### config.mk
export PLATFORM = sky130hd
export DESIGN_NAME = if_stage
export DESIGN_NICKNAME = d
export VERILOG_FILES = /design/src/design/if_pkg.sv /design/src/design/instr_trans_if.sv /design/src/design/instr_obi_interface.sv /design/src/design/prefetch_unit.sv /design/src/design/compressed_decoder.sv /design/src/design/if_stage.sv
export VERILOG_INCLUDE_DIRS = /design/src /design/src/design
export SDC_FILE = /design/constraint.sdc
export NUM_CORES = 1
export LEC_CHECK = 0
export CORE_AREA = 2 2 213 215
export CTS_BUF_LIST = sky130_fd_sc_hd__clkbuf_8 sky130_fd_sc_hd__clkbuf_16
export CTS_CLUSTER_DIAMETER = 50
export CTS_CLUSTER_SIZE = 14
export DETAILED_ROUTE_END_ITERATION = 12
export DIE_AREA = 0 0 215 217
export DONT_BUFFER_PORTS = 1
export GPL_ROUTABILITY_DRIVEN = 0
export PLACE_DENSITY = 0.55
export SLEW_MARGIN = 20
export SYNTH_ARGS = -nofsm -noshare
export SYNTH_HDL_FRONTEND = slang
export SYNTH_SLANG_ARGS = --single-unit
### constraint.sdc
create_clock -name clk -period 3.6 [get_ports clk]
set_input_delay 0.9 -clock clk [delete_from_list [all_inputs] [get_ports clk]]
set_output_delay 0.9 -clock clk [all_outputs]
set_load 0.005 [all_outputs]
### src/design/if_params.svh
// Build constants of the fetch stage; `include in blocks that size or reset by them
`ifndef IF_PARAMS_SVH
`define IF_PARAMS_SVH

// Prefetch queue size in words, keep it >= IF_MAX_OUTSTANDING
`define IF_QUEUE_DEPTH 2

// Bus requests that may be granted but not yet answered
`define IF_MAX_OUTSTANDING 2

`define IF_PC_ALIGN_MASK 32'hFFFF_FFFC  // Clears bits 1:0 of the boot address
`define IF_NOP_INSTR 32'h0000_0013      // addi x0, x0, 0

`endif

### src/design/if_pkg.sv
// Shared types of the fetch stage; import into any block that uses them
package if_pkg;

  ////////////////////////////////////////////////////////////////////////////
  // Redirect source selected by the controller
  ////////////////////////////////////////////////////////////////////////////
  typedef enum logic [2:0] {
    PC_BOOT     = 3'd0,  // Boot address, word aligned
    PC_JUMP     = 3'd1,
    PC_BRANCH   = 3'd2,
    PC_MRET     = 3'd3,  // Return to mepc
    PC_TRAP_EXC = 3'd4,  // mtvec base
    PC_TRAP_IRQ = 3'd5   // Vectored interrupt entry
  } pc_mux_e;

  // Aligner position within the fetched word stream
  typedef enum logic [1:0] {
    ALIGNED      = 2'd0,  // Next instruction starts at bit 0 of the head word
    HALF_PENDING = 2'd1,  // Next instruction starts at bit 16 of the head word
    SPLIT_WAIT   = 2'd2   // Low half of a 32-bit instruction held, waiting for its top
  } align_state_e;

  // One word returned by the instruction bus
  typedef struct packed {
    logic [31:0] rdata;
    logic        err;   // Bus error on this word
  } instr_resp_t;

  // IF/ID pipeline register contents
  typedef struct packed {
    logic        instr_valid;
    instr_resp_t instr;            // Expanded instruction
    logic [31:0] pc;
    logic        compressed;
    logic        illegal_c;        // Unsupported compressed encoding
    logic [15:0] compressed_instr; // Original halfword, for mtval
  } if_id_pipe_t;

endpackage

### src/design/instr_trans_if.sv
// Transaction link between the prefetch unit and the bus adapter; instantiate in the IF stage
`timescale 1ns/100ps

interface instr_trans_if import if_pkg::*; ();

  // Request channel, accepted on trans_valid && trans_ready
  logic        trans_valid;
  logic        trans_ready;
  logic [31:0] trans_addr;   // Word aligned, stable while waiting for ready

  // Response channel, in request order, never stalled
  logic        resp_valid;
  instr_resp_t resp;

  modport requester (
    output trans_valid, trans_addr,
    input  trans_ready, resp_valid, resp
  );

  modport adapter (
    input  trans_valid, trans_addr,
    output trans_ready, resp_valid, resp
  );

endinterface

### src/design/instr_obi_interface.sv
// OBI instruction bus adapter; maps fetch transactions onto req/gnt/rvalid
`timescale 1ns/100ps

module instr_obi_interface import if_pkg::*; (
  input  logic                  clk,
  input  logic                  rst_n,

  instr_trans_if.adapter        trans,           // From the prefetch unit

  // OBI instruction bus
  output logic                  instr_req_o,
  input  logic                  instr_gnt_i,
  output logic [31:0]           instr_addr_o,
  input  logic                  instr_rvalid_i,
  input  logic [31:0]           instr_rdata_i,
  input  logic                  instr_err_i
);

  logic        req_pending_q;   // Request seen last cycle but not granted
  logic [31:0] addr_pending_q;  // Address of that request

  // OBI forbids dropping req or changing addr before gnt
  always_ff @(posedge clk, negedge rst_n) begin
    if (!rst_n) begin
      req_pending_q <= 1'b0;
    end else begin
      req_pending_q <= instr_req_o && !instr_gnt_i;
    end
  end

  always_ff @(posedge clk) begin
    if (instr_req_o && !instr_gnt_i) addr_pending_q <= instr_addr_o;
  end

  // Straight through, no added cycle
  assign instr_req_o  = trans.trans_valid || req_pending_q;
  assign instr_addr_o = req_pending_q ? addr_pending_q : trans.trans_addr;
  assign trans.trans_ready = instr_gnt_i;  // Grant accepts the transaction

  // Response packing
  assign trans.resp_valid = instr_rvalid_i;
  assign trans.resp       = '{rdata: instr_rdata_i, err: instr_err_i};

endmodule

### src/design/prefetch_unit.sv
// Word fetcher, response queue and instruction aligner; sits between the IF stage and the bus adapter
`timescale 1ns/100ps
`include "if_params.svh"

module prefetch_unit import if_pkg::*; (
  input  logic                clk,
  input  logic                rst_n,
  input  logic                pc_set_i,        // Redirect, flushes the stream
  input  logic [31:0]         branch_addr_i,   // Halfword aligned target
  input  logic                fetch_ready_i,
  output logic                fetch_valid_o,
  output instr_resp_t         fetch_instr_o,   // Aligned instruction, halfwords zero extended
  output logic [31:0]         fetch_pc_o,
  output logic                busy_o,
  instr_trans_if.requester    trans
);

  localparam int QD = `IF_QUEUE_DEPTH;
  localparam int MO = `IF_MAX_OUTSTANDING;
  localparam int PW = (QD > 1) ? $clog2(QD) : 1;  // Queue pointer width
  localparam int CW = $clog2(QD + 1);             // Queue fill width
  localparam int OW = $clog2(MO + 1);             // Outstanding counter width

  // Request side
  logic          fetch_en_q;     // Set by the first redirect
  logic [31:0]   fetch_addr_q;   // Next word to request
  logic          stale_q;        // Ungranted request of a flushed stream still on the bus
  logic [31:0]   stale_addr_q;
  logic [OW-1:0] out_cnt_q, out_cnt_n, disc_cnt_q, live_cnt;
  logic          room, grant, drop_resp, push, pop;

  // Queue and aligner
  instr_resp_t   q_mem [QD];
  logic [PW-1:0] wr_ptr_q, rd_ptr_q;
  logic [CW-1:0] q_cnt_q;
  instr_resp_t   head;
  align_state_e  state_q;
  logic [31:0]   pc_q;
  logic [15:0]   half_q;         // Low half of a split 32-bit instruction
  logic          half_err_q;
  logic          lower_c, upper_c, fetch_valid, accept, split;

  function automatic logic [PW-1:0] ptr_inc(input logic [PW-1:0] ptr);
    return (int'(ptr) == QD - 1) ? '0 : ptr + 1'b1;
  endfunction

  ////////////////////////////////////////////////////////////////////////////
  // Requests and outstanding tracking
  ////////////////////////////////////////////////////////////////////////////

  assign live_cnt  = out_cnt_q - disc_cnt_q;  // Responses that will enter the queue
  assign room      = (int'(q_cnt_q) + int'(live_cnt) < QD) && (int'(out_cnt_q) < MO);
  assign trans.trans_valid = stale_q || (fetch_en_q && room);
  assign trans.trans_addr  = stale_q ? stale_addr_q : fetch_addr_q;
  assign grant     = trans.trans_valid && trans.trans_ready;
  assign drop_resp = trans.resp_valid && (disc_cnt_q != '0);  // Old stream
  assign push      = trans.resp_valid && !drop_resp && !pc_set_i;
  assign out_cnt_n = out_cnt_q + OW'(grant) - OW'(trans.resp_valid);

  always_ff @(posedge clk, negedge rst_n) begin
    if (!rst_n) begin
      fetch_en_q   <= 1'b0;
      fetch_addr_q <= '0;
      stale_q      <= 1'b0;
      stale_addr_q <= '0;
      out_cnt_q    <= '0;
      disc_cnt_q   <= '0;
    end else begin
      out_cnt_q <= out_cnt_n;
      if (pc_set_i) begin
        fetch_en_q   <= 1'b1;
        fetch_addr_q <= {branch_addr_i[31:2], 2'b00};
        disc_cnt_q   <= out_cnt_n;                                 // All in flight is stale
        stale_q      <= trans.trans_valid && !trans.trans_ready;  // Must stay until granted
        stale_addr_q <= trans.trans_addr;
      end else begin
        if (grant && stale_q) stale_q <= 1'b0;
        else if (grant) fetch_addr_q <= fetch_addr_q + 32'd4;
        disc_cnt_q <= disc_cnt_q + OW'(grant && stale_q) - OW'(drop_resp);
      end
    end
  end

  ////////////////////////////////////////////////////////////////////////////
  // Response queue
  ////////////////////////////////////////////////////////////////////////////

  always_ff @(posedge clk) begin
    if (push) q_mem[wr_ptr_q] <= trans.resp;
  end

  always_ff @(posedge clk, negedge rst_n) begin
    if (!rst_n) begin
      wr_ptr_q <= '0;
      rd_ptr_q <= '0;
      q_cnt_q  <= '0;
    end else if (pc_set_i) begin  // Flush
      wr_ptr_q <= '0;
      rd_ptr_q <= '0;
      q_cnt_q  <= '0;
    end else begin
      if (push) wr_ptr_q <= ptr_inc(wr_ptr_q);
      if (pop)  rd_ptr_q <= ptr_inc(rd_ptr_q);
      q_cnt_q <= q_cnt_q + CW'(push) - CW'(pop);
    end
  end

  ////////////////////////////////////////////////////////////////////////////
  // Aligner
  ////////////////////////////////////////////////////////////////////////////

  assign head    = q_mem[rd_ptr_q];
  assign lower_c = head.rdata[1:0] != 2'b11;    // Compressed at bit 0
  assign upper_c = head.rdata[17:16] != 2'b11;  // Compressed at bit 16

  always_comb begin
    fetch_valid   = 1'b0;
    fetch_instr_o = head;
    case (state_q)
      ALIGNED: begin
        fetch_valid = q_cnt_q != '0;
        if (lower_c) fetch_instr_o.rdata = {16'h0000, head.rdata[15:0]};
      end
      HALF_PENDING: begin
        fetch_valid = (q_cnt_q != '0) && upper_c;  // 32-bit moves to SPLIT_WAIT first
        fetch_instr_o.rdata = {16'h0000, head.rdata[31:16]};
      end
      SPLIT_WAIT: begin
        fetch_valid = q_cnt_q != '0;
        fetch_instr_o.rdata = {head.rdata[15:0], half_q};
        fetch_instr_o.err   = head.err | half_err_q;  // Either word may have faulted
      end
      default: ;
    endcase
  end

  assign fetch_valid_o = fetch_valid && !pc_set_i;  // Nothing of the old stream on a redirect
  assign accept = fetch_valid_o && fetch_ready_i;
  assign split  = (state_q == HALF_PENDING) && (q_cnt_q != '0) && !upper_c;
  // Pop once the head word is fully used
  assign pop = split || (accept && ((state_q == HALF_PENDING) ||
                                    (state_q == ALIGNED && !lower_c)));

  always_ff @(posedge clk, negedge rst_n) begin
    if (!rst_n) begin
      state_q <= ALIGNED;
      pc_q    <= '0;
    end else if (pc_set_i) begin
      state_q <= branch_addr_i[1] ? HALF_PENDING : ALIGNED;  // Odd target drops the low half
      pc_q    <= {branch_addr_i[31:1], 1'b0};
    end else if (split) begin
      state_q <= SPLIT_WAIT;
    end else if (accept) begin
      case (state_q)
        ALIGNED: begin
          state_q <= lower_c ? HALF_PENDING : ALIGNED;
          pc_q    <= pc_q + (lower_c ? 32'd2 : 32'd4);
        end
        HALF_PENDING: begin
          state_q <= ALIGNED;
          pc_q    <= pc_q + 32'd2;
        end
        default: begin           // SPLIT_WAIT, top half of the head word comes next
          state_q <= HALF_PENDING;
          pc_q    <= pc_q + 32'd4;
        end
      endcase
    end
  end

  always_ff @(posedge clk) begin
    if (split) begin
      half_q     <= head.rdata[31:16];
      half_err_q <= head.err;
    end
  end

  assign fetch_pc_o = pc_q;
  assign busy_o     = (out_cnt_q != '0) || (q_cnt_q != '0) || stale_q;

endmodule

### src/design/compressed_decoder.sv
// Expands the supported RVC subset to 32-bit encodings; combinational, used in the IF stage
`timescale 1ns/100ps

module compressed_decoder import if_pkg::*; (
  input  instr_resp_t instr_i,          // Halfword in bits 15:0 when compressed
  output instr_resp_t instr_o,
  output logic        is_compressed_o,
  output logic        illegal_c_o       // Compressed but not in the supported subset
);

  // Major opcodes of the expanded forms
  typedef enum logic [6:0] {
    OPC_OP_IMM = 7'h13,
    OPC_OP     = 7'h33,
    OPC_JALR   = 7'h67,
    OPC_JAL    = 7'h6f
  } opcode_e;

  logic [15:0] c;
  logic [4:0]  rd, rs2;
  logic [11:0] imm6;    // CI immediate, sign extended

  assign c    = instr_i.rdata[15:0];
  assign rd   = c[11:7];
  assign rs2  = c[6:2];
  assign imm6 = {{6{c[12]}}, c[12], c[6:2]};

  assign is_compressed_o = instr_i.rdata[1:0] != 2'b11;

  always_comb begin
    instr_o     = instr_i;  // Pass through by default
    illegal_c_o = 1'b0;
    if (is_compressed_o) begin
      illegal_c_o = 1'b1;   // Cleared by each supported encoding
      case ({c[15:13], c[1:0]})
        5'b000_01: begin    // C.ADDI and C.NOP, addi rd, rd, imm
          instr_o.rdata = {imm6, rd, 3'b000, rd, OPC_OP_IMM};
          illegal_c_o   = 1'b0;
        end
        5'b010_01: begin    // C.LI, addi rd, x0, imm
          instr_o.rdata = {imm6, 5'd0, 3'b000, rd, OPC_OP_IMM};
          illegal_c_o   = 1'b0;
        end
        5'b101_01: begin    // C.J, jal x0, offset
          instr_o.rdata = {c[12], c[8], c[10:9], c[6], c[7], c[2], c[11], c[5:3],
                           c[12], {8{c[12]}}, 5'd0, OPC_JAL};
          illegal_c_o   = 1'b0;
        end
        5'b100_10: begin
          if (!c[12] && rs2 == 5'd0 && rd != 5'd0) begin        // C.JR
            instr_o.rdata = {12'd0, rd, 3'b000, 5'd0, OPC_JALR};
            illegal_c_o   = 1'b0;
          end else if (!c[12] && rs2 != 5'd0) begin             // C.MV, add rd, x0, rs2
            instr_o.rdata = {7'd0, rs2, 5'd0, 3'b000, rd, OPC_OP};
            illegal_c_o   = 1'b0;
          end else if (c[12] && rs2 != 5'd0) begin              // C.ADD
            instr_o.rdata = {7'd0, rs2, rd, 3'b000, rd, OPC_OP};
            illegal_c_o   = 1'b0;
          end
        end
        default: ;          // Quadrant 0, all-zero halfword and the rest
      endcase
    end
  end

endmodule

### src/design/if_stage.sv
// Instruction fetch stage top; next-PC select, fetch path and IF/ID register
`timescale 1ns/100ps
`include "if_params.svh"

module if_stage import if_pkg::*; (
  input  logic        clk,
  input  logic        rst_n,

  // Redirect targets
  input  logic [31:0] boot_addr_i,
  input  logic [31:0] jump_target_i,
  input  logic [31:0] branch_target_i,
  input  logic [31:0] mepc_i,
  input  logic [24:0] mtvec_addr_i,     // mtvec base, upper bits
  input  logic [4:0]  irq_id_i,

  // Controller
  input  logic        pc_set_i,
  input  pc_mux_e     pc_mux_i,
  input  logic        halt_if_i,
  input  logic        kill_if_i,
  input  logic        id_ready_i,

  // OBI instruction bus
  output logic        instr_req_o,
  input  logic        instr_gnt_i,
  output logic [31:0] instr_addr_o,
  input  logic        instr_rvalid_i,
  input  logic [31:0] instr_rdata_i,
  input  logic        instr_err_i,

  // Toward ID
  output logic        if_valid_o,
  output logic        id_instr_valid_o,
  output logic [31:0] id_instr_o,
  output logic [31:0] id_pc_o,
  output logic        id_compressed_o,
  output logic        id_illegal_c_o,
  output logic [15:0] id_compressed_instr_o,
  output logic        id_bus_err_o,
  output logic        csr_mtvec_init_o,  // Boot redirect, CSRs init mtvec
  output logic        if_busy_o
);

  logic [31:0] branch_addr_n;
  logic        fetch_valid, if_ready;
  instr_resp_t fetch_instr, instr_decomp;
  logic [31:0] fetch_pc;
  logic        is_compressed, illegal_c;
  if_id_pipe_t if_id_q;

  ////////////////////////////////////////////////////////////////////////////
  // Next PC
  ////////////////////////////////////////////////////////////////////////////

  always_comb begin
    case (pc_mux_i)
      PC_JUMP:     branch_addr_n = jump_target_i;
      PC_BRANCH:   branch_addr_n = branch_target_i;
      PC_MRET:     branch_addr_n = mepc_i;
      PC_TRAP_EXC: branch_addr_n = {mtvec_addr_i, 7'h00};           // Shared exception entry
      PC_TRAP_IRQ: branch_addr_n = {mtvec_addr_i, irq_id_i, 2'b00}; // Vectored
      default:     branch_addr_n = boot_addr_i & `IF_PC_ALIGN_MASK; // PC_BOOT
    endcase
  end

  assign csr_mtvec_init_o = pc_set_i && (pc_mux_i == PC_BOOT);

  ////////////////////////////////////////////////////////////////////////////
  // Fetch path
  ////////////////////////////////////////////////////////////////////////////

  instr_trans_if trans_if ();

  prefetch_unit prefetch_unit_i (
    .clk           (clk),
    .rst_n         (rst_n),
    .pc_set_i      (pc_set_i),
    .branch_addr_i ({branch_addr_n[31:1], 1'b0}),  // Halfword aligned
    .fetch_ready_i (if_ready),
    .fetch_valid_o (fetch_valid),
    .fetch_instr_o (fetch_instr),
    .fetch_pc_o    (fetch_pc),
    .busy_o        (if_busy_o),
    .trans         (trans_if.requester)
  );

  instr_obi_interface instr_obi_i (
    .clk            (clk),
    .rst_n          (rst_n),
    .trans          (trans_if.adapter),
    .instr_req_o    (instr_req_o),
    .instr_gnt_i    (instr_gnt_i),
    .instr_addr_o   (instr_addr_o),
    .instr_rvalid_i (instr_rvalid_i),
    .instr_rdata_i  (instr_rdata_i),
    .instr_err_i    (instr_err_i)
  );

  compressed_decoder compressed_decoder_i (
    .instr_i         (fetch_instr),
    .instr_o         (instr_decomp),
    .is_compressed_o (is_compressed),
    .illegal_c_o     (illegal_c)
  );

  // Kill drains the held instruction, halt freezes it
  assign if_valid_o = fetch_valid && !halt_if_i && !kill_if_i;
  assign if_ready   = kill_if_i || (id_ready_i && !halt_if_i);

  ////////////////////////////////////////////////////////////////////////////
  // IF/ID register
  ////////////////////////////////////////////////////////////////////////////

  always_ff @(posedge clk, negedge rst_n) begin
    if (!rst_n) begin
      if_id_q.instr_valid      <= 1'b0;
      if_id_q.instr            <= '{rdata: `IF_NOP_INSTR, err: 1'b0};
      if_id_q.pc               <= '0;
      if_id_q.compressed       <= 1'b0;
      if_id_q.illegal_c        <= 1'b0;
      if_id_q.compressed_instr <= '0;
    end else if (if_valid_o && id_ready_i) begin
      if_id_q.instr_valid      <= 1'b1;
      if_id_q.instr            <= instr_decomp;
      if_id_q.pc               <= fetch_pc;
      if_id_q.compressed       <= is_compressed;
      if_id_q.illegal_c        <= illegal_c;
      if_id_q.compressed_instr <= fetch_instr.rdata[15:0];
    end else if (id_ready_i) begin
      if_id_q.instr_valid      <= 1'b0;  // ID took it, nothing new
    end
  end

  assign id_instr_valid_o      = if_id_q.instr_valid;
  assign id_instr_o            = if_id_q.instr.rdata;
  assign id_bus_err_o          = if_id_q.instr.err;
  assign id_pc_o               = if_id_q.pc;
  assign id_compressed_o       = if_id_q.compressed;
  assign id_illegal_c_o        = if_id_q.illegal_c;
  assign id_compressed_instr_o = if_id_q.compressed_instr;

endmodule

==> results.md, run 1 <==
## Critical path
• 6 — Crit. path cell count
• 2700 ps — required time of the worst setup path
• 2520 ps — critical path arrival
• flop to output pin — start-to-end type of the worst setup path
• flop — nature of the critical path startpoint
• output pin — crit path capture type
• sky130_fd_sc_hd__xnor2_1 — cell repeated most along the worst path
• prefetch_unit_i.disc_cnt_q[0] — critical path launch point
• ha_1 > xnor2_1 > xnor2_1 > fa_1 > nor4b_2 > or3_1 — cell chain of the critical path
• prefetch_unit_i.rd_ptr_q — Reg-to-Reg Start
• 11 — Worst Reg2Reg Path Length in Cells
• 0 — Buf+Inv Stages, Crit Path
• sky130_fd_sc_hd__fa_1 — Slowest-stage cell, CP
• adder cells — kind of cell adding the most delay to the critical path
• 3 — crit-path max FO
• 450 ps — Critical Path Max Stage Delay

## Floorplanning
• 78 — number of placement rows
• 0.04470 mm² — Core Footprint
• 0.3442 — initial cell density of the core
• 322 — num ports
• 215 µm — chip width
• 217 µm — height of the die
• 0.04666 mm² — die area

## Detailed routing
• 0 — post-route antenna net violation count
• 5.547 — via density per instance
• 22.75 µm — average detailed-routed wire length per instance
• 48.69 mm — Detailed Route WL
• 5 — number of detailed-routing iterations run before antenna repair
• 0 — DRC violation count after routing
• 11870 — total via count after detailed routing
• 877 — first-iteration detailed-routing DRC count

## Synthesis
• 0.6217 — share of flip-flops with an asynchronous set or reset
• 1513 — Post-Synthesis Cells
• 10.17 µm² — Avg Inst Size Synth
• 70 — count of distinct cell types in the synthesized netlist
• sky130_fd_sc_hd__dfrtp_1 — ys flop type
• 304 — Yosys reg bits
• 115 — count of flip-flops with a built-in enable after synthesis
• 0.01539 mm² — cell area after synthesis
• 0.5321 — sequential cell area fraction in the yosys report
• 0 — Synth Warn #
• 1728 — nets in the synthesized netlist

## Cells and area
• 0.1510 — layout cells sized above 1
• 4443 — Filler Cells Inserted
• 0.008189 mm² — Seq. cell area
• 1720 — final layout net count
• 0.01746 mm² — post-route cell area
• 0.006700 mm² — Multi-input gate area
• 13.51% — layout-stage area growth over the synthesis result
• 0.3907 — post-layout utilization of the core

## Power and ir drop
• 7.035 nW — leak pwr
• 672.7 mW/mm² — total power divided by cell area
• 0.333 — clock network fraction of design power
• 0.218 — relative contribution of combinational cells to total power
• 0.449 — power share of the sequential group
• 0.4016 mV — Max IR drop VDD
• 7.845 mW — internal power component
• 3.903 mW — net switching power figure
• 0.3322 — Net Sw Frac

## Status
• completed — outcome

## Timing
• 0.3054 — tightest slew margin relative to the limit
• 44.83 ps — worst hold slack across all endpoints
• no — unrepaired setup endpoints after global routing
• 0 — final count of pins violating max slew
• 292.2 MHz — highest clock rate
• 0 ps — summed negative setup slack over all endpoints
• 30.24 ps — worst setup skew after layout
• 1042 ps — actual slew at the worst max-slew pin
• 3422 ps — Period minus WS final
• 0 — count of final setup violators
• 0.9505 — portion of the clock cycle consumed by the worst path in the final layout
• 0 — count of endpoints failing hold in the final timing report

## Job
• 0 — maximum capacitance violations

## CTS
• 1 — post-CTS resize count
• 39 — total CTS buffers
• sky130_fd_sc_hd__clkbuf_16 — clk root buf
• 0 — number of buffers inserted for hold repair after clock tree synthesis
• 560 ps — clock insertion delay at the later pin of the skew report
• done — CTS tree
• 304 — clock sink count
• 3 — Longest Clk Path Bufs
• 2 — CTS H-Tree Depth
• 70 ps — clock-pin slew reported for the worst setup and hold paths after clock tree synthesis
• 0 — setup repair bufs after CTS

## Global route
• 4 — initial antenna violation count
• 0 — remaining global-route overflow
• 190 — maximum number of pins on one net before global-route repair
• 73.53 mm — global-route wire length before repair
• 0.2058 — total global routing track utilization
• 11750 — via count of the first global-routing pass

## Placed design
• 0 — number of input and output port buffers inserted
• 35.86 mm — DP Wirelength
• 0.01611 mm² — placed cell areas

## Min path
• input pin to async pin — worst hold path class

==> synth_stat cells, types with 6 or more instances <==
master | n | area share
sky130_fd_sc_hd__and3_1 | 13 | 0.0053
sky130_fd_sc_hd__nand2_1 | 249 | 0.061
sky130_fd_sc_hd__and2_1 | 16 | 0.0065
sky130_fd_sc_hd__ha_1 | 11 | 0.0089
sky130_fd_sc_hd__a22o_1 | 16 | 0.0091
sky130_fd_sc_hd__dfrtp_1 | 186 | 0.30
sky130_fd_sc_hd__a221oi_1 | 19 | 0.011
sky130_fd_sc_hd__a21oi_1 | 90 | 0.029
sky130_fd_sc_hd__mux2i_1 | 54 | 0.035
sky130_fd_sc_hd__o221ai_1 | 8 | 0.0046
sky130_fd_sc_hd__edfxtp_1 | 115 | 0.22
sky130_fd_sc_hd__buf_1 | 10 | 0.0024
sky130_fd_sc_hd__o22a_1 | 23 | 0.013
sky130_fd_sc_hd__nor3_1 | 16 | 0.0052
sky130_fd_sc_hd__a21o_1 | 6 | 0.0029
sky130_fd_sc_hd__inv_1 | 33 | 0.0081
sky130_fd_sc_hd__nor2b_1 | 14 | 0.0057
sky130_fd_sc_hd__o21ai_0 | 107 | 0.035
sky130_fd_sc_hd__o21ai_1 | 6 | 0.0020
sky130_fd_sc_hd__a22oi_1 | 41 | 0.020
sky130_fd_sc_hd__mux2_2 | 72 | 0.053
sky130_fd_sc_hd__nand3_1 | 36 | 0.012
sky130_fd_sc_hd__nand2b_1 | 9 | 0.0037
sky130_fd_sc_hd__o21a_1 | 9 | 0.0044
sky130_fd_sc_hd__buf_6 | 6 | 0.0044
sky130_fd_sc_hd__a31oi_1 | 25 | 0.010
sky130_fd_sc_hd__buf_2 | 8 | 0.0026
sky130_fd_sc_hd__o22ai_1 | 13 | 0.0053
sky130_fd_sc_hd__clkbuf_1 | 71 | 0.017
sky130_fd_sc_hd__nor2_1 | 127 | 0.031
sky130_fd_sc_hd__nand4_1 | 8 | 0.0033
sky130_fd_sc_hd__xnor2_1 | 13 | 0.0074
sky130_fd_sc_hd__o221a_2 | 7 | 0.0051
==> worst register-to-register path: cells and delay by family, from the launching register on <==
family | cells | cell delay [ps]
DFF | 1 | 450
adders and majority gates | 1 | 270
and+or+nand+nor | 4 | 1330
buffers and inverters | 1 | 60
AOI/OAI and AO/OA | 4 | 740
muxes | 1 | 280
==> stage by stage <==
| stage | worst slack [ps] | total power, mW | instances |
|---|---|---|---|
| final | 178.1 | 11.75 | 2140 |
| after global routing | 27.57 | 12.43 | 2140 |
| after CTS | 100.0 | 11.91 | 2136 |
| after detailed placement | 164.3 | 7.929 | 2064 |
| after global placement | 178.5 | 7.849 | 2064 |
| after floorplan | 182.7 | 6.962 | 1513 |
==> state kept, by name, indices dropped and copies added, names as in the netlist <==
register / count
instr_obi_i.addr_pending_q: 32
prefetch_unit_i.half_err_q: 1
prefetch_unit_i.fetch_en_q: 1
id_compressed_instr_o: 16
prefetch_unit_i.half_q: 16
prefetch_unit_i.wr_ptr_q: 1
prefetch_unit_i.fetch_addr_q: 30
id_instr_o: 32
prefetch_unit_i.stale_q: 1
prefetch_unit_i.rd_ptr_q: 1
prefetch_unit_i.q_mem: 66
prefetch_unit_i.out_cnt_q: 2
prefetch_unit_i.fetch_pc_o: 31
id_illegal_c_o: 1
id_pc_o: 31
prefetch_unit_i.state_q: 2
prefetch_unit_i.q_cnt_q: 2
prefetch_unit_i.disc_cnt_q: 2
prefetch_unit_i.stale_addr_q: 32
id_instr_valid_o: 1
id_compressed_o: 1
id_bus_err_o: 1
instr_obi_i.req_pending_q: 1
==> power by group through the flow <==
stage          Clock, mW  Sequential, mW  Combinational, mW
3_3_place_gp           0            5.32               2.53
6_report            3.91            5.27               2.57
3_5_place_dp           0            5.34               2.59
5_1_grt             4.16            5.40               2.87
2_1_floorplan          0            5.00               1.97
4_1_cts             4.02            5.28               2.61
==> layout make-up <==
class                           count  share of cell area
Multi-Input combinational cell   1079              0.3837
Clock buffer                       46             0.06398
Sequential cell                   304              0.4689
Clock inverter                     26             0.01146
Tap cell                          600             0.04299
Inverter                           33            0.007093
Antenna cell                        4           0.0005731
Timing Repair Buffer               48             0.02135
==> routing by layer <==
metal / vias to the layer above / track usage / wire length [µm]
met5: - / 0 / 0
met4: 0 / 0.07057 / 1534
met3: 84 / 0.06653 / 4132
met2: 452 / 0.3634 / 24290
met1: 5841 / 0.2349 / 18740
li1: 5494 / - / -
==> worst paths after layout <==
kind / endpoint / slack, ps
min reg2reg: prefetch_unit_i.fetch_en_q / 470
min: prefetch_unit_i.stale_addr_q[22] / 40
min in group clk: prefetch_unit_i.stale_q / 410
max: instr_req_o / 180
max reg2reg: prefetch_unit_i.fetch_pc_o[30] / 350
max in group asynchronous: id_instr_o[4] / 3290
==> kinds of logic (layout without fill, tap and decap cells) <==
logic type | after synthesis | in the layout | share of synthesized area
AOI/OAI and AO/OA | 407 | 407 | 0.1742
xor gates and xnor gates | 17 | 17 | 0.009677
adders and majority gates | 13 | 13 | 0.01155
buffers and inverters | 130 | 153 | 0.03562
DFF | 304 | 304 | 0.5321
muxes | 128 | 128 | 0.08978
other | 1 | 5 | 0.0002437
and+or+nand+nor | 513 | 513 | 0.1469
==> layout by cell type, fill, tap and decap left out, types with 6 or more instances in the layout <==
cell type | netlist | final
sky130_fd_sc_hd__o22a_1 | 23 | 23
sky130_fd_sc_hd__clkbuf_16 | 0 | 43
sky130_fd_sc_hd__a31oi_1 | 25 | 25
sky130_fd_sc_hd__inv_6 | 0 | 7
sky130_fd_sc_hd__dfrtp_1 | 186 | 184
sky130_fd_sc_hd__nand3_1 | 36 | 36
sky130_fd_sc_hd__a22o_1 | 16 | 16
sky130_fd_sc_hd__o221ai_1 | 8 | 8
sky130_fd_sc_hd__o21ai_0 | 107 | 107
sky130_fd_sc_hd__and2_1 | 16 | 15
sky130_fd_sc_hd__mux2_2 | 72 | 72
sky130_fd_sc_hd__a22oi_1 | 41 | 41
sky130_fd_sc_hd__edfxtp_1 | 115 | 115
sky130_fd_sc_hd__nor2b_1 | 14 | 11
sky130_fd_sc_hd__mux2i_1 | 54 | 54
sky130_fd_sc_hd__nand2_1 | 249 | 248
sky130_fd_sc_hd__a221oi_1 | 19 | 19
sky130_fd_sc_hd__buf_4 | 1 | 47
sky130_fd_sc_hd__o21ai_1 | 6 | 6
sky130_fd_sc_hd__nand2b_1 | 9 | 9
sky130_fd_sc_hd__inv_1 | 33 | 38
sky130_fd_sc_hd__nor3_1 | 16 | 14
sky130_fd_sc_hd__xnor2_1 | 13 | 13
sky130_fd_sc_hd__o22ai_1 | 13 | 13
sky130_fd_sc_hd__ha_1 | 11 | 11
sky130_fd_sc_hd__and3_1 | 13 | 13
sky130_fd_sc_hd__o21a_1 | 9 | 9
sky130_fd_sc_hd__nor2_1 | 127 | 124
sky130_fd_sc_hd__nand4_1 | 8 | 8
sky130_fd_sc_hd__a21oi_1 | 90 | 90
sky130_fd_sc_hd__a21o_1 | 6 | 6
sky130_fd_sc_hd__o221a_2 | 7 | 7
(Power assumes the default switching activity.)
==> inputs of run 2 (changes only) <==
--- a/config.mk
+++ b/config.mk
@@ -6,6 +6,8 @@
 export SDC_FILE = /design/constraint.sdc
 export NUM_CORES = 1
 export LEC_CHECK = 0
+export CELL_PAD_IN_SITES_DETAIL_PLACEMENT = 1
+export CELL_PAD_IN_SITES_GLOBAL_PLACEMENT = 1
 export CORE_AREA = 2 2 213 215
 export CTS_BUF_LIST = sky130_fd_sc_hd__clkbuf_8 sky130_fd_sc_hd__clkbuf_16
 export CTS_CLUSTER_DIAMETER = 50
@@ -14,7 +16,7 @@
 export DIE_AREA = 0 0 215 217
 export DONT_BUFFER_PORTS = 1
 export GPL_ROUTABILITY_DRIVEN = 0
-export PLACE_DENSITY = 0.55
+export PLACE_DENSITY = 0.67
 export SLEW_MARGIN = 20
 export SYNTH_ARGS = -nofsm -noshare
 export SYNTH_HDL_FRONTEND = slang
==> run 2 against run 1 <==
Maximum frequency is 0.32% lower. Sequential share of layout area is 0.24 points lower. Critical path type unchanged. Highest routed layer unchanged. Setup slack worse by 11 ps. Cell count is 0.14% lower. Critical endpoint unchanged. Via count is 0.17% higher.
==> results.md, run 2 (synthesis results as in run 1) <==
## Floorplanning
• 215 µm — chip width, unchanged
• 78 — number of placement rows, unchanged
• 217 µm — height of the die, unchanged
• 0.04666 mm² — die area, unchanged
• 0.04470 mm² — Core Footprint, unchanged
• 322 — num ports, unchanged
• 0.3442 — initial cell density of the core, unchanged

## Detailed routing
• 0 — post-route antenna net violation count, unchanged
• 5 — number of detailed-routing iterations run before antenna repair, unchanged
• 0 — DRC violation count after routing, unchanged
• 941 — first-iteration detailed-routing DRC count, was 877
• 11890 — total via count after detailed routing, was 11870
• 22.38 µm — average detailed-routed wire length per instance, was 22.75 µm
• 5.564 — via density per instance, was 5.547
• 47.83 mm — Detailed Route WL, was 48.69 mm

## Critical path
• flop — nature of the critical path startpoint, unchanged
• 12 — Worst Reg2Reg Path Length in Cells, was 11
• 2 — crit-path max FO, was 3
• 300 ps — R2R setup slack, was 350 ps
• output pin — crit path capture type, unchanged
• prefetch_unit_i.out_cnt_q[0] — Reg-to-Reg Start, was prefetch_unit_i.rd_ptr_q
• flop to output pin — start-to-end type of the worst setup path, unchanged
• prefetch_unit_i.fetch_addr_q[15] — destination of the worst register-to-register timing path, was prefetch_unit_i.fetch_pc_o[30]
• 2700 ps — required time of the worst setup path, about the same
• 2530 ps — critical path arrival, was 2520 ps

## CTS
• 2 — CTS H-Tree Depth, unchanged
• 304 — clock sink count, unchanged
• done — CTS tree, unchanged
• 560 ps — clock insertion delay at the later pin of the skew report, about the same
• sky130_fd_sc_hd__clkbuf_16 — clk root buf, unchanged
• 60 ps — clock-pin slew reported for the worst setup and hold paths after clock tree synthesis, was 70 ps
• 0 — number of buffers inserted for hold repair after clock tree synthesis, unchanged
• 38 — total CTS buffers, was 39
• 3 — Longest Clk Path Bufs, unchanged

## Global route
• 0 — initial antenna violation count, was 4
• 0 — remaining global-route overflow, unchanged
• 12090 — via count of the first global-routing pass, was 11750
• 0.2029 — total global routing track utilization, was 0.2058
• 73.70 mm — global-route wire length before repair, was 73.53 mm
• 190 — maximum number of pins on one net before global-route repair, unchanged

## Timing
• 0 ps — summed negative setup slack over all endpoints, unchanged
• 28.12 ps — worst setup skew after layout, was 30.24 ps
• 0.3226 — tightest slew margin relative to the limit, was 0.3054
• 3433 ps — Period minus WS final, was 3422 ps
• 0 — count of final setup violators, unchanged
• 1016 ps — actual slew at the worst max-slew pin, was 1042 ps
• 291.3 MHz — highest clock rate, was 292.2 MHz
• 0 — final count of pins violating max slew, unchanged
• 0 — count of endpoints failing hold in the final timing report, unchanged
• 0.9536 — portion of the clock cycle consumed by the worst path in the final layout, was 0.9505
• no — unrepaired setup endpoints after global routing, unchanged

## Min path
• input pin to async pin — worst hold path class, unchanged

## Placed design
• 2070 — total instance count after detailed placement, was 2064
• 0 — number of input and output port buffers inserted, unchanged
• 34.68 mm — DP Wirelength, was 35.86 mm

## Cells and area
• 0.1529 — layout cells sized above 1, was 0.1510
• 1725 — final layout net count, was 1720
• 0 — number of inserted diodes, was 4
• 66 — number of flip-flops in the largest register, unchanged
• 2137 — post-route insts no fill, was 2140
• sky130_fd_sc_hd__nand2_1 — most frequent standard cell in the layout excluding fill and tap cells, unchanged
• sky130_fd_sc_hd__nand2_1, sky130_fd_sc_hd__dfrtp_1, sky130_fd_sc_hd__nor2_1, sky130_fd_sc_hd__edfxtp_1, sky130_fd_sc_hd__o21ai_0 — most used cells in the layout excluding fill and tap cells, unchanged
• prefetch_unit_i.q_mem — top register by number of flip-flops, unchanged
• 14.08% — layout-stage area growth over the synthesis result, was 13.51%

## Power and ir drop
• 7.053 nW — leak pwr, was 7.035 nW
• 0.4717 mV — Max IR drop VDD, was 0.4016 mV
• 685.2 mW/mm² — total power divided by cell area, was 672.7 mW/mm²

## Status
• completed — outcome, unchanged

## Job
• 0 — maximum capacitance violations, unchanged

run 2: cell count changes in the layout (fill, tap and decap cells not counted), sizes merged:
cell	delta
buf	+6
bufinv	+4
diode	-4
inv	-4
clkinv	-3
clkbuf	-2
run 2: timing repair:
action	CTS	global route
pin swaps	0	0
setup buffers	0	0
resized for setup	1	6
setup endpoints to repair	1	12
run 2: per-stage QoR:
stage / utilization / instance area (µm²) / total power [mW] / setup WS (ps) / hold WS (ps)
floorplan: - / 15390 / 6.962 / 182.7 / 430.4
global placement: 0.3613 / 16150 / 7.811 / 269.6 / 450.0
detailed placement: 0.3613 / 16150 / 7.959 / 96.27 / 445.4
CTS: 0.3921 / 17530 / 12.16 / 88.87 / 6.347
global route: 0.3927 / 17550 / 12.69 / 4.528 / 17.15
finish: 0.3927 / 17550 / 12.03 / 167.2 / 49.55
run 2: report_power, final:
part | switching, mW | internal (mW)
clock network | 1.63 | 2.47
logic | 1.53 | 1.06
registers | 0.791 | 4.54
run 2: how the worst max path moves through the flow:
stage                                  endpoint                           from  depth (start not counted)
5_1_grt                             instr_req_o   prefetch_unit_i.out_cnt_q[0]                          7
6_report                            instr_req_o   prefetch_unit_i.out_cnt_q[0]                          7
3_3_place_gp                     id_instr_o[19]       prefetch_unit_i.rd_ptr_q                          8
3_5_place_dp   prefetch_unit_i.fetch_addr_q[31]  prefetch_unit_i.disc_cnt_q[0]                         11
2_1_floorplan        prefetch_unit_i.q_cnt_q[1]       prefetch_unit_i.rd_ptr_q                         13
4_1_cts                             instr_req_o  prefetch_unit_i.disc_cnt_q[0]                          6
run 2: cell type report:
cell class,instances,area [µm²]
well taps,600,750.7
multi-input cells,1079,6698
flip-flops and latches,304,8188
clock buffers,44,1067
repair buffers,54,421.7
fillers,5012,27140
inverters,33,123.9
clock inverters,23,304.0
run 2: per-layer routing:
layer / GRT usage / wire length (µm)
met2: 0.2972 / 21090
met4: 0.06920 / 1342
met3: 0.05730 / 3226
met5: 0 / 0
met1: 0.2879 / 22180
run 2: worst max-delay path, cell delays in order (launching register included):
cell,delay [ps]
sky130_fd_sc_hd__dfrtp_1,360
sky130_fd_sc_hd__inv_1,70
sky130_fd_sc_hd__ha_1,200
sky130_fd_sc_hd__xnor2_1,190
sky130_fd_sc_hd__xnor2_1,170
sky130_fd_sc_hd__fa_1,490
sky130_fd_sc_hd__nor4b_4,320
sky130_fd_sc_hd__or3_4,190
==> inputs of run 3 (changes only) <==
--- a/config.mk
+++ b/config.mk
@@ -8,16 +8,17 @@
 export LEC_CHECK = 0
 export CELL_PAD_IN_SITES_DETAIL_PLACEMENT = 1
 export CELL_PAD_IN_SITES_GLOBAL_PLACEMENT = 1
-export CORE_AREA = 2 2 213 215
+export CORE_AREA = 2 2 223 225
 export CTS_BUF_LIST = sky130_fd_sc_hd__clkbuf_8 sky130_fd_sc_hd__clkbuf_16
 export CTS_CLUSTER_DIAMETER = 50
 export CTS_CLUSTER_SIZE = 14
 export DETAILED_ROUTE_END_ITERATION = 12
-export DIE_AREA = 0 0 215 217
+export DIE_AREA = 0 0 225 227
 export DONT_BUFFER_PORTS = 1
 export GPL_ROUTABILITY_DRIVEN = 0
-export PLACE_DENSITY = 0.67
+export PLACE_DENSITY = 0.65
 export SLEW_MARGIN = 20
 export SYNTH_ARGS = -nofsm -noshare
 export SYNTH_HDL_FRONTEND = slang
+export SYNTH_HIERARCHICAL = 1
 export SYNTH_SLANG_ARGS = --single-unit
==> run 3 against run 2 <==
Combinational power increased by 25%. Register-to-register slack got worse by 50 ps. Count of clock-buffer cells in the layout increased by 1. Die area increased by 9.5%. Clock skew increased by 12 ps. Total power increased by 5.3%. Maximum frequency decreased by 4.2%. Critical path type unchanged. Critical endpoint unchanged. Largest power group unchanged. Highest routed layer is now met5.
==> results.md, run 3 <==
## Synthesis
• 1350 — Post-Synthesis Cells, was 1513
• 6 — Synth Warn #, was 0
• 1565 — nets in the synthesized netlist, was 1728
• 12.48 µm² — Avg Inst Size Synth, was 10.17 µm²
• 0.01685 mm² — cell area after synthesis, was 0.01539 mm²

## Cells and area
• sky130_fd_sc_hd__dfrtp_1, sky130_fd_sc_hd__mux2_2, sky130_fd_sc_hd__edfxtp_1, sky130_fd_sc_hd__inv_1 — most used cells in the layout excluding fill and tap cells, was sky130_fd_sc_hd__nand2_1, sky130_fd_sc_hd__dfrtp_1, sky130_fd_sc_hd__nor2_1, sky130_fd_sc_hd__edfxtp_1, sky130_fd_sc_hd__o21ai_0
• sky130_fd_sc_hd__dfrtp_1 — most frequent standard cell in the layout excluding fill and tap cells, was sky130_fd_sc_hd__nand2_1
• 11.03% — layout-stage area growth over the synthesis result, was 14.08%
• 0.3023 — layout cells sized above 1, was 0.1529
• 1985 — post-route insts no fill, was 2137
• 1546 — final layout net count, was 1725
• 0 — number of inserted diodes, unchanged
• prefetch_unit_i/q_mem — top register by number of flip-flops, was prefetch_unit_i.q_mem
• 0.3853 — post-layout utilization of the core, was 0.3927
• 66 — number of flip-flops in the largest register, unchanged

## Floorplanning
• 225 µm — chip width, was 215 µm
• 0.05108 mm² — die area, was 0.04666 mm²
• 322 — num ports, unchanged
• 227 µm — height of the die, was 217 µm
• 0.04855 mm² — Core Footprint, was 0.04470 mm²
• 0.3471 — initial cell density of the core, was 0.3442
• 81 — number of placement rows, was 78

## Power and ir drop
• 0.432 — power share of the sequential group, was 0.444
• 4.115 mW — net switching power figure, was 3.955 mW
• 8.548 mW — internal power component, was 8.073 mW
• 676.9 mW/mm² — total power divided by cell area, was 685.2 mW/mm²
• 0.4039 mV — Max IR drop VDD, was 0.4717 mV
• 0.256 — relative contribution of combinational cells to total power, was 0.215
• 0.3250 — Net Sw Frac, was 0.3288
• 7.571 nW — leak pwr, was 7.053 nW
• 0.312 — clock network fraction of design power, was 0.341

## Global route
• 11200 — via count of the first global-routing pass, was 12090
• 0.1827 — total global routing track utilization, was 0.2029
• 1 — initial antenna violation count, was 0
• 0 — remaining global-route overflow, unchanged
• 71.23 mm — global-route wire length before repair, was 73.70 mm
• 153 — maximum number of pins on one net before global-route repair, was 190

## Timing
• 3585 ps — Period minus WS final, was 3433 ps
• 39.93 ps — worst setup skew after layout, was 28.12 ps
• 0.2245 — tightest slew margin relative to the limit, was 0.3226
• 0.9957 — portion of the clock cycle consumed by the worst path in the final layout, was 0.9536
• 0 — final count of pins violating max slew, unchanged
• 1151 ps — actual slew at the worst max-slew pin, was 1016 ps
• 0 ps — summed negative setup slack over all endpoints, unchanged
• 0 — count of endpoints failing hold in the final timing report, unchanged
• 46.33 ps — worst hold slack across all endpoints, was 49.55 ps
• 15.34 ps — final worst slack, was 167.2 ps
• 0 — count of final setup violators, unchanged
• yes — unrepaired setup endpoints after global routing, was no
• 279.0 MHz — highest clock rate, was 291.3 MHz

## CTS
• 2 — CTS H-Tree Depth, unchanged
• done — CTS tree, unchanged
• 3 — Longest Clk Path Bufs, unchanged
• 70 ps — clock-pin slew reported for the worst setup and hold paths after clock tree synthesis, was 60 ps
• 580 ps — clock insertion delay at the later pin of the skew report, was 560 ps
• 40 — total CTS buffers, was 38
• sky130_fd_sc_hd__clkbuf_16 — clk root buf, unchanged
• 305 — clock sink count, was 304

## Critical path
• 2700 ps — required time of the worst setup path, about the same
• flop to output pin — start-to-end type of the worst setup path, unchanged
• output pin — crit path capture type, unchanged
• 2680 ps — critical path arrival, was 2530 ps
• flop — nature of the critical path startpoint, unchanged
• 2 — crit-path max FO, unchanged
• 12 — Worst Reg2Reg Path Length in Cells, unchanged

## Detailed routing
• 5 — number of detailed-routing iterations run before antenna repair, unchanged
• 48.02 mm — Detailed Route WL, was 47.83 mm
• 631 — first-iteration detailed-routing DRC count, was 941
• 5.508 — via density per instance, was 5.564
• 24.19 µm — average detailed-routed wire length per instance, was 22.38 µm
• 0 — DRC violation count after routing, unchanged
• 0 — post-route antenna net violation count, unchanged
• 10930 — total via count after detailed routing, was 11890

## Placed design
• 0 — number of input and output port buffers inserted, unchanged
• 45.69 ps — Placement Setup Slack, was 96.27 ps
• 34.67 mm — DP Wirelength, was 34.68 mm
• 1898 — total instance count after detailed placement, was 2070

## Status
• completed — outcome, unchanged

## Job
• 0 — maximum capacitance violations, unchanged

## Min path
• input pin to async pin — worst hold path class, unchanged

## run 3: path summary, 6_finish.rpt
path	slack, ps	endpoint	start
setup / recovery	20	instr_req_o	prefetch_unit_i/out_cnt_q[0]
hold / removal	50	prefetch_unit_i/stale_addr_q[0]	rst_n
setup reg to reg	250	id_instr_o[16]	prefetch_unit_i/rd_ptr_q
hold reg to reg	480	prefetch_unit_i/stale_addr_q[1]	prefetch_unit_i/stale_addr_q[1]
max in group asynchronous	3040	id_instr_o[19]	rst_n
min in group clk	400	prefetch_unit_i/stale_q	instr_gnt_i
## run 3: layout make-up
type,count,area (µm²)
fill,5058,29840
inverter,61,229.0
timing repair buffer,57,473.0
tap,622,778.2
clock buffer,45,1070
sequential,305,8214
multi-input combinational,866,7670
clock inverter,29,272.8
## run 3: critical path, stage by stage (launching register included)
cell and delay [ps]:
sky130_fd_sc_hd__dfrtp_1 390, sky130_fd_sc_hd__inv_1 70, sky130_fd_sc_hd__ha_2 190, sky130_fd_sc_hd__xor2_2 200, sky130_fd_sc_hd__xnor2_2 150, sky130_fd_sc_hd__fa_1 450
sky130_fd_sc_hd__and4b_2 250, sky130_fd_sc_hd__nor2_4 110, sky130_fd_sc_hd__inv_2 70, sky130_fd_sc_hd__or2_4 230
## run 3: per-stage QoR
step | power (mW) | instance area (µm²)
6_report | 12.66 | 18710
3_5_place_dp | 8.617 | 17220
3_3_place_gp | 8.502 | 17220
2_1_floorplan | 7.676 | 16850
4_1_cts | 12.80 | 18630
5_1_grt | 13.38 | 18710
## run 3: power groups by stage
stage	combinational, mW	clock [mW]	sequential, mW
after floorplan	2.55	0	5.12
after global placement	2.98	0	5.52
after detailed placement	3.05	0	5.56
after CTS	3.22	4.08	5.51
after global routing	3.55	4.20	5.62
final	3.24	3.95	5.47
## run 3: timing repair
| action | 4_1_cts | 5_1_grt |
|---|---|---|
| setup endpoints to repair | 1 | 5 |
| hold buffers | 1 | 0 |
| buffers inserted | 4 | 8 |
| resized for setup | 6 | 2 |
| hold endpoints to repair | 39 | 0 |
| pin swaps | 4 | 3 |
## run 3: metal layers
metal | up-vias | GRT usage | routed length (µm)
li1 | 4972 | - | -
met1 | 5687 | 0.2530 | 21590
met2 | 220 | 0.2802 | 22260
met3 | 52 | 0.05524 | 3351
met4 | 2 | 0.04401 | 801
met5 | - | 0 | 13
